==> src/verilog/mul_pkg.sv <==
`default_nettype none

package mul_pkg;

    // operand and result width
    localparam int XLEN = 32;

    // operand half fed to each vedic block
    localparam int HALF_W = XLEN / 2;

    // full product width
    localparam int PROD_W = 2 * XLEN;

    // funct3 field of the M extension
    localparam int FUNCT3_W = 3;

    // low word with both operands unsigned
    localparam logic [FUNCT3_W-1:0] F3_MUL = 3'd0;

    // high word of signed x signed
    localparam logic [FUNCT3_W-1:0] F3_MULH = 3'd1;

    // high word of signed rs1 x unsigned rs2
    localparam logic [FUNCT3_W-1:0] F3_MULHSU = 3'd2;

    // high word of unsigned x unsigned
    localparam logic [FUNCT3_W-1:0] F3_MULHU = 3'd3;

endpackage

`default_nettype wire

==> src/verilog/mul_decode.sv <==
`default_nettype none

module mul_decode (
    input  wire logic                          clk_i,
    input  wire logic                          rst_i,
    input  wire logic                          op_valid_i,
    input  wire logic [mul_pkg::FUNCT3_W-1:0]  funct3_i,
    input  wire logic [mul_pkg::XLEN-1:0]      rs1_i,
    input  wire logic [mul_pkg::XLEN-1:0]      rs2_i,
    output logic                               valid_o,
    output logic      [mul_pkg::XLEN-1:0]      mag1_o,
    output logic      [mul_pkg::XLEN-1:0]      mag2_o,
    output logic                               negate_o,
    output logic                               sel_high_o
);

    import mul_pkg::*;

    logic            rs1_signed;
    logic            rs2_signed;
    logic            sel_high;
    logic            rs1_neg;
    logic            rs2_neg;
    logic [XLEN-1:0] mag1;
    logic [XLEN-1:0] mag2;

    // operand signedness per funct3
    always_comb begin
        case (funct3_i)
            F3_MUL: begin
                rs1_signed = 1'b0;
                rs2_signed = 1'b0;
                sel_high   = 1'b0;
            end
            F3_MULH: begin
                rs1_signed = 1'b1;
                rs2_signed = 1'b1;
                sel_high   = 1'b1;
            end
            F3_MULHSU: begin
                rs1_signed = 1'b1;
                rs2_signed = 1'b0;
                sel_high   = 1'b1;
            end
            F3_MULHU: begin
                rs1_signed = 1'b0;
                rs2_signed = 1'b0;
                sel_high   = 1'b1;
            end
            default: begin
                rs1_signed = 1'b0;
                rs2_signed = 1'b0;
                sel_high   = 1'b1;
            end
        endcase
    end

    assign rs1_neg = rs1_signed & rs1_i[XLEN-1];
    assign rs2_neg = rs2_signed & rs2_i[XLEN-1];

    // two's-complement magnitude where -2^31 maps to 2^31 unsigned
    assign mag1 = rs1_neg ? (~rs1_i + 1'b1) : rs1_i;
    assign mag2 = rs2_neg ? (~rs2_i + 1'b1) : rs2_i;

    always_ff @(posedge clk_i) begin
        if (!rst_i) begin
            valid_o    <= 1'b0;
            mag1_o     <= '0;
            mag2_o     <= '0;
            negate_o   <= 1'b0;
            sel_high_o <= 1'b0;
        end else begin
            valid_o <= op_valid_i;
            // hold data through bubbles
            if (op_valid_i) begin
                mag1_o     <= mag1;
                mag2_o     <= mag2;
                negate_o   <= rs1_neg ^ rs2_neg;
                sel_high_o <= sel_high;
            end
        end
    end

endmodule

`default_nettype wire

==> src/verilog/mul_execute.sv <==
`default_nettype none

module mul_execute (
    input  wire logic                        clk_i,
    input  wire logic                        rst_i,
    input  wire logic                        valid_i,
    input  wire logic [mul_pkg::XLEN-1:0]    mag1_i,
    input  wire logic [mul_pkg::XLEN-1:0]    mag2_i,
    input  wire logic                        negate_i,
    input  wire logic                        sel_high_i,
    output logic                             valid_o,
    output logic      [mul_pkg::PROD_W-1:0]  product_o,
    output logic                             negate_o,
    output logic                             sel_high_o
);

    import mul_pkg::*;

    logic [XLEN-1:0]          pp_ll;
    logic [XLEN-1:0]          pp_hl;
    logic [XLEN-1:0]          pp_lh;
    logic [XLEN-1:0]          pp_hh;
    logic [XLEN-1:0]          sum_lo;
    logic [PROD_W-HALF_W-1:0] sum_cross;
    logic [PROD_W-HALF_W-1:0] sum_all;

    vedic_mul #(.WIDTH(HALF_W)) u_vedic_ll (
        .a_i (mag1_i[HALF_W-1:0]),
        .b_i (mag2_i[HALF_W-1:0]),
        .p_o (pp_ll)
    );

    vedic_mul #(.WIDTH(HALF_W)) u_vedic_hl (
        .a_i (mag1_i[XLEN-1:HALF_W]),
        .b_i (mag2_i[HALF_W-1:0]),
        .p_o (pp_hl)
    );

    vedic_mul #(.WIDTH(HALF_W)) u_vedic_lh (
        .a_i (mag1_i[HALF_W-1:0]),
        .b_i (mag2_i[XLEN-1:HALF_W]),
        .p_o (pp_lh)
    );

    vedic_mul #(.WIDTH(HALF_W)) u_vedic_hh (
        .a_i (mag1_i[XLEN-1:HALF_W]),
        .b_i (mag2_i[XLEN-1:HALF_W]),
        .p_o (pp_hh)
    );

    // first adder level
    assign sum_lo    = pp_hl + {{HALF_W{1'b0}}, pp_ll[XLEN-1:HALF_W]};
    assign sum_cross = {{HALF_W{1'b0}}, pp_lh} + {pp_hh, {HALF_W{1'b0}}};

    // 48-bit second adder level
    assign sum_all = {{HALF_W{1'b0}}, sum_lo} + sum_cross;

    always_ff @(posedge clk_i) begin
        if (!rst_i) begin
            valid_o    <= 1'b0;
            product_o  <= '0;
            negate_o   <= 1'b0;
            sel_high_o <= 1'b0;
        end else begin
            valid_o <= valid_i;
            if (valid_i) begin
                product_o  <= {sum_all, pp_ll[HALF_W-1:0]};
                negate_o   <= negate_i;
                sel_high_o <= sel_high_i;
            end
        end
    end

endmodule

`default_nettype wire

==> src/verilog/mul_result.sv <==
`default_nettype none

module mul_result (
    input  wire logic                        clk_i,
    input  wire logic                        rst_i,
    input  wire logic                        valid_i,
    input  wire logic [mul_pkg::PROD_W-1:0]  product_i,
    input  wire logic                        negate_i,
    input  wire logic                        sel_high_i,
    output logic                             result_valid_o,
    output logic      [mul_pkg::XLEN-1:0]    result_o
);

    import mul_pkg::*;

    logic [PROD_W-1:0] signed_prod;
    logic [XLEN-1:0]   word;

    // restore the sign on the full 64 bits so the high word borrows correctly
    assign signed_prod = negate_i ? (~product_i + 1'b1) : product_i;

    assign word = sel_high_i ? signed_prod[PROD_W-1:XLEN] : signed_prod[XLEN-1:0];

    always_ff @(posedge clk_i) begin
        if (!rst_i) begin
            result_valid_o <= 1'b0;
            result_o       <= '0;
        end else begin
            result_valid_o <= valid_i;
            if (valid_i) begin
                result_o <= word;
            end
        end
    end

endmodule

`default_nettype wire

==> src/verilog/mul_unit.sv <==
`default_nettype none

module mul_unit (
    input  wire logic                          clk_i,
    input  wire logic                          rst_i,
    input  wire logic                          op_valid_i,
    input  wire logic [mul_pkg::FUNCT3_W-1:0]  funct3_i,
    input  wire logic [mul_pkg::XLEN-1:0]      rs1_i,
    input  wire logic [mul_pkg::XLEN-1:0]      rs2_i,
    output logic                               result_valid_o,
    output logic      [mul_pkg::XLEN-1:0]      result_o
);

    import mul_pkg::*;

    // decode to execute
    logic              dec_valid;
    logic [XLEN-1:0]   mag1;
    logic [XLEN-1:0]   mag2;
    logic              dec_negate;
    logic              dec_sel_high;

    // execute to result
    logic              ex_valid;
    logic [PROD_W-1:0] product;
    logic              ex_negate;
    logic              ex_sel_high;

    mul_decode u_decode (
        .clk_i      (clk_i),
        .rst_i      (rst_i),
        .op_valid_i (op_valid_i),
        .funct3_i   (funct3_i),
        .rs1_i      (rs1_i),
        .rs2_i      (rs2_i),
        .valid_o    (dec_valid),
        .mag1_o     (mag1),
        .mag2_o     (mag2),
        .negate_o   (dec_negate),
        .sel_high_o (dec_sel_high)
    );

    mul_execute u_execute (
        .clk_i      (clk_i),
        .rst_i      (rst_i),
        .valid_i    (dec_valid),
        .mag1_i     (mag1),
        .mag2_i     (mag2),
        .negate_i   (dec_negate),
        .sel_high_i (dec_sel_high),
        .valid_o    (ex_valid),
        .product_o  (product),
        .negate_o   (ex_negate),
        .sel_high_o (ex_sel_high)
    );

    mul_result u_result (
        .clk_i          (clk_i),
        .rst_i          (rst_i),
        .valid_i        (ex_valid),
        .product_i      (product),
        .negate_i       (ex_negate),
        .sel_high_i     (ex_sel_high),
        .result_valid_o (result_valid_o),
        .result_o       (result_o)
    );

endmodule

`default_nettype wire

==> src/verilog/vedic_mul.sv <==
`default_nettype none

module vedic_mul #(
    parameter int WIDTH = 16
) (
    input  wire logic [WIDTH-1:0]   a_i,
    input  wire logic [WIDTH-1:0]   b_i,
    output logic      [2*WIDTH-1:0] p_o
);

    if (WIDTH == 2) begin : g_leaf
        logic [2:0] pp;
        logic       c1;

        // bit products
        assign pp[0] = a_i[1] & b_i[0];
        assign pp[1] = a_i[0] & b_i[1];
        assign pp[2] = a_i[1] & b_i[1];

        assign p_o[0] = a_i[0] & b_i[0];

        // first half adder on the cross terms
        assign p_o[1] = pp[0] ^ pp[1];
        assign c1     = pp[0] & pp[1];

        // second half adder folds the carry into the top term
        assign p_o[2] = pp[2] ^ c1;
        assign p_o[3] = pp[2] & c1;
    end else begin : g_tree
        logic [WIDTH-1:0]         q0;
        logic [WIDTH-1:0]         q1;
        logic [WIDTH-1:0]         q2;
        logic [WIDTH-1:0]         q3;
        logic [WIDTH-1:0]         sum_lo;
        logic [WIDTH+WIDTH/2-1:0] sum_cross;
        logic [WIDTH+WIDTH/2-1:0] sum_all;

        // four half-width products
        vedic_mul #(.WIDTH(WIDTH/2)) u_ll (
            .a_i (a_i[WIDTH/2-1:0]),
            .b_i (b_i[WIDTH/2-1:0]),
            .p_o (q0)
        );

        vedic_mul #(.WIDTH(WIDTH/2)) u_hl (
            .a_i (a_i[WIDTH-1:WIDTH/2]),
            .b_i (b_i[WIDTH/2-1:0]),
            .p_o (q1)
        );

        vedic_mul #(.WIDTH(WIDTH/2)) u_lh (
            .a_i (a_i[WIDTH/2-1:0]),
            .b_i (b_i[WIDTH-1:WIDTH/2]),
            .p_o (q2)
        );

        vedic_mul #(.WIDTH(WIDTH/2)) u_hh (
            .a_i (a_i[WIDTH-1:WIDTH/2]),
            .b_i (b_i[WIDTH-1:WIDTH/2]),
            .p_o (q3)
        );

        // stage 1
        assign sum_lo    = q1 + {{(WIDTH/2){1'b0}}, q0[WIDTH-1:WIDTH/2]};
        assign sum_cross = {{(WIDTH/2){1'b0}}, q2} + {q3, {(WIDTH/2){1'b0}}};

        // stage 2
        assign sum_all = {{(WIDTH/2){1'b0}}, sum_lo} + sum_cross;

        // low quarter passes straight through
        assign p_o = {sum_all, q0[WIDTH/2-1:0]};
    end

endmodule

`default_nettype wire
==> config.mk <==
export PLATFORM = sky130hd
export DESIGN_NAME = mul_unit
export DESIGN_NICKNAME = d
export VERILOG_FILES = /design/src/verilog/mul_pkg.sv /design/src/verilog/mul_decode.sv /design/src/verilog/mul_execute.sv /design/src/verilog/mul_result.sv /design/src/verilog/mul_unit.sv /design/src/verilog/vedic_mul.sv
export SDC_FILE = /design/constraint.sdc
export NUM_CORES = 2
export LEC_CHECK = 0
export BUFFER_PORTS_ARGS = -buffer_cell sky130_fd_sc_hd__buf_2
export CAP_MARGIN = 5
export CORE_UTILIZATION = 44
export CTS_CLUSTER_SIZE = 20
export DETAILED_ROUTE_END_ITERATION = 6
export GPL_ROUTABILITY_DRIVEN = 0
export HOLD_SLACK_MARGIN = 0.05
export SYNTH_ARGS = -nofsm -noshare
export SYNTH_HDL_FRONTEND = slang
export SYNTH_HIERARCHICAL = 1
export SYNTH_SLANG_ARGS = --single-unit
==> constraint.sdc <==
create_clock -name clk_i -period 13.5 [get_ports clk_i]
set_input_delay 0.675 -clock clk_i [delete_from_list [all_inputs] [get_ports clk_i]]
set_output_delay 0.675 -clock clk_i [all_outputs]
set_load 0.005 [all_outputs]
==> reports/metrics.cfg <==
[global_routing]
track_usage_pct = 24.3
grt_pass1_wl_microns = 275000
grt_antenna_before_repair = 8
grt_start_max_net_pins = 79
grt.overflow.total = 0
grt_pass1_vias = 51251

[power]
p_leak_nw = 38.5
p_sw_share_pct = 52.1
peakVddDrop_uv = 120
comb_power_share_pct = 77.6
power_density_mw_per_mm2 = 78.7
pwr-share-seq_pct = 12.2
clkPwrFrac_pct = 10.1
p_switching_mw = 2.78
p_int_mw = 2.56
power_mw = 5.34

[timing]
worstMarginPinSlew_ns = 1.13
timing.fmax_mhz = 76.9
tns_ns = 0
fin_crit_ns = 13.00
setup_viol = 0
final.period_utilization_pct = 96.3
finalHoldViolCount = 0
fin_skew_ns = 0.0248
finalMaxSlewViolations = 0
hold_ws_ns = 0.450
slew_headroom_pct = 24.8

[flow_run]
maxCapViolCount = 0

[finish]
fin_cells = 9244
fin_util_pct = 48.6
final_nets = 9313
areaGrowthSynthToFinish_pct = 9.58
drive_gt1_share_pct = 10.2

[clocking]
htree_num_levels = 4
path_clk_slew_ns = 0.10
ctsHoldBuffers = 0
worstSkewPairLatency_ns = 0.53
cts_buffers = 17
clk_root_buffer_cell = clkbuf_16
cts_tree = built
clk_path_buf_depth = 2
clock_sinks = 167

[route]
route.detailed.drc = 0
first_pass_iters = 6
drt-total-wl_microns = 176000
antenna_left = 0
vias_per_cell = 5.52
drtIter0Drc = 2920
vias = 51005
wire_per_inst_microns = 19.0

[yosys]
syn-cell-area_sq_mm = 0.0619
yosysTopAreaCell = ha_1
synth_seq_area_share_pct = 5.40
synth_nets = 9009
synth_flop_cell = dfxtp_1
syn_avg_cell_area_sq_um = 8.79
synth_cell_type_count = 111
synth_top_cell_area_share_pct = 30.1
yosys-top-cells-area = ha_1, fa_1, and2_1
synth_most_common_cell = ha_1
ys_warn_count = 6
synth_cells = 7038
ys_top_cells_by_count = ha_1, and2_1, xnor2_1
async_flop_share_pct = 0
synth_edf_count = 0
synth_seq_cells = 167

[worst_setup_path]
cp-startpoint = u_decode/mag1_o[0]$_SDFFE_PN0P_
critPathArrivalTime_ns = 13.43
path_max_fanout = 5
critPathBufInv = 4
critPathMaxStageDelay_ns = 0.56
critical_path_required_ns = 13.93
r2r_slack_ns = 0.50
worstReg2RegEnd = u_execute/product_o[51]$_SDFFE_PN0P_
crit-reg2reg-launch = u_decode/mag1_o[0]$_SDFFE_PN0P_
cp_top_family = adder cells
worstSetupStartpointType = flop
crit_type = reg2reg
endpoint = u_execute/product_o[51]$_SDFFE_PN0P_
cp.depth = 58
rr_worst_depth = 58
end_kind = flop
cp_slowest_cell = fa_1

[floorplan]
io_pins = 103
core_area_sq_mm = 0.140
start_util_pct = 44.4
fp.dieW_microns = 377
dieHeight_microns = 377
die-area_sq_mm = 0.142
row_count = 137

[place]
place_hpwl_microns = 144000
dpl.cell_count = 9183
port_buffers = 102

[min_path]
hold_path_class = in2reg

[outcome]
status = finished, final reports clean

## power by group through the flow
stage | sequential, mW | combinational (mW) | clock (mW)
2_1_floorplan | 0.657 | 2.55 | 0
3_3_place_gp | 0.661 | 3.92 | 0
3_5_place_dp | 0.663 | 3.96 | 0
4_1_cts | 0.651 | 4.00 | 0.553
5_1_grt | 0.660 | 4.54 | 0.570
6_report | 0.653 | 4.14 | 0.541
## stage by stage
| stage | instance area [sq um] | setup slack [ns] |
|---|---|---|
| 4_1_cts | 67000 | 0.0231 |
| 5_1_grt | 67800 | -0.134 |
| 6_report | 67800 | 0.499 |
| 3_3_place_gp | 66300 | 0.0185 |
| 3_5_place_dp | 66300 | -0.192 |
| 2_1_floorplan | 61900 | 0.486 |
## cell families (layout without fill, tap and decap cells)
group,Yosys count,count (layout),synth area share (%)
simple gates,2102,2102,19.2
flops,167,167,5.40
buf+inv,575,892,3.56
fa+ha+maj,1901,1901,43.4
other cells,0,13,0
xor+xnor,812,812,11.5
mux,54,54,0.877
compound gates,1427,1427,16.0
## routing by layer
metal / up-vias / wire, microns / GRT usage (%) / share of wire, %
met2: 932 / 84200 / 42.8 / 48
li1: 25236 / - / - / -
met5: - / 30 / 0 / 0.017
met4: 4 / 4480 / 6.11 / 2.5
met1: 24649 / 79900 / 31.3 / 45
met3: 184 / 7110 / 2.75 / 4.0
## cell usage in the layout (no fill, tap or decap), types with 45 or more instances in the layout
cell type	count
xnor2_1	533
xor2_1	252
mux2i_1	52
a211oi_1	45
o21ai_0	206
dfxtp_1	162
and2_1	1034
nand3_1	77
a21o_1	289
a31oi_1	48
fa_1	405
nand2_1	270
nor3_1	55
and3_1	51
buf_4	270
inv_1	481
buf_2	102
ha_1	1473
nor2b_1	52
a21oi_2	96
a21oi_1	364
nor2_1	318
## how the worst min path moves through the flow
stage	startpoint	slack, ns	to	cells past startpoint
2_1_floorplan	u_decode/sel_high_o$_SDFFE_PN0P_	0.46	u_execute/sel_high_o$_SDFFE_PN0P_	2
3_3_place_gp	u_decode/mag2_o[19]$_SDFFE_PN0P_	0.44	u_decode/mag2_o[19]$_SDFFE_PN0P_	2
3_5_place_dp	u_decode/mag2_o[19]$_SDFFE_PN0P_	0.46	u_decode/mag2_o[19]$_SDFFE_PN0P_	2
4_1_cts	rs1_i[31]	0.41	u_decode/mag1_o[31]$_SDFFE_PN0P_	2
5_1_grt	rs1_i[31]	0.43	u_decode/mag1_o[31]$_SDFFE_PN0P_	2
6_report	rs1_i[31]	0.45	u_decode/mag1_o[31]$_SDFFE_PN0P_	2
## area by class of cell
| type | instances | area (sq um) |
|---|---|---|
| tap | 1876 | 2350 |
| clock inverter | 15 | 196 |
| antenna | 13 | 32.5 |
| multi-input combinational | 6296 | 57100 |
| timing repair buffer | 376 | 2580 |
| clock buffer | 17 | 425 |
| inverter | 484 | 1820 |
| fill | 13552 | 71700 |
| sequential | 167 | 3350 |
## state kept, by name, indices dropped and copies added, names as in the netlist
signal,count
u_decode/mag1_o,32
u_decode/mag2_o,32
u_decode/negate_o,1
u_decode/sel_high_o,1
u_decode/valid_o,1
u_execute/negate_o,1
u_execute/product_o,64
u_execute/sel_high_o,1
u_execute/valid_o,1
u_result/result_o,32
u_result/result_valid_o,1
## repair_timing
item,4_1_cts,5_1_grt
buffers inserted,4,12
resized for setup,9,138
cloned,0,0
pin swaps,4,87
setup endpoints to repair,14,29
No activity file was read; power rests on OpenSTA's default activity.
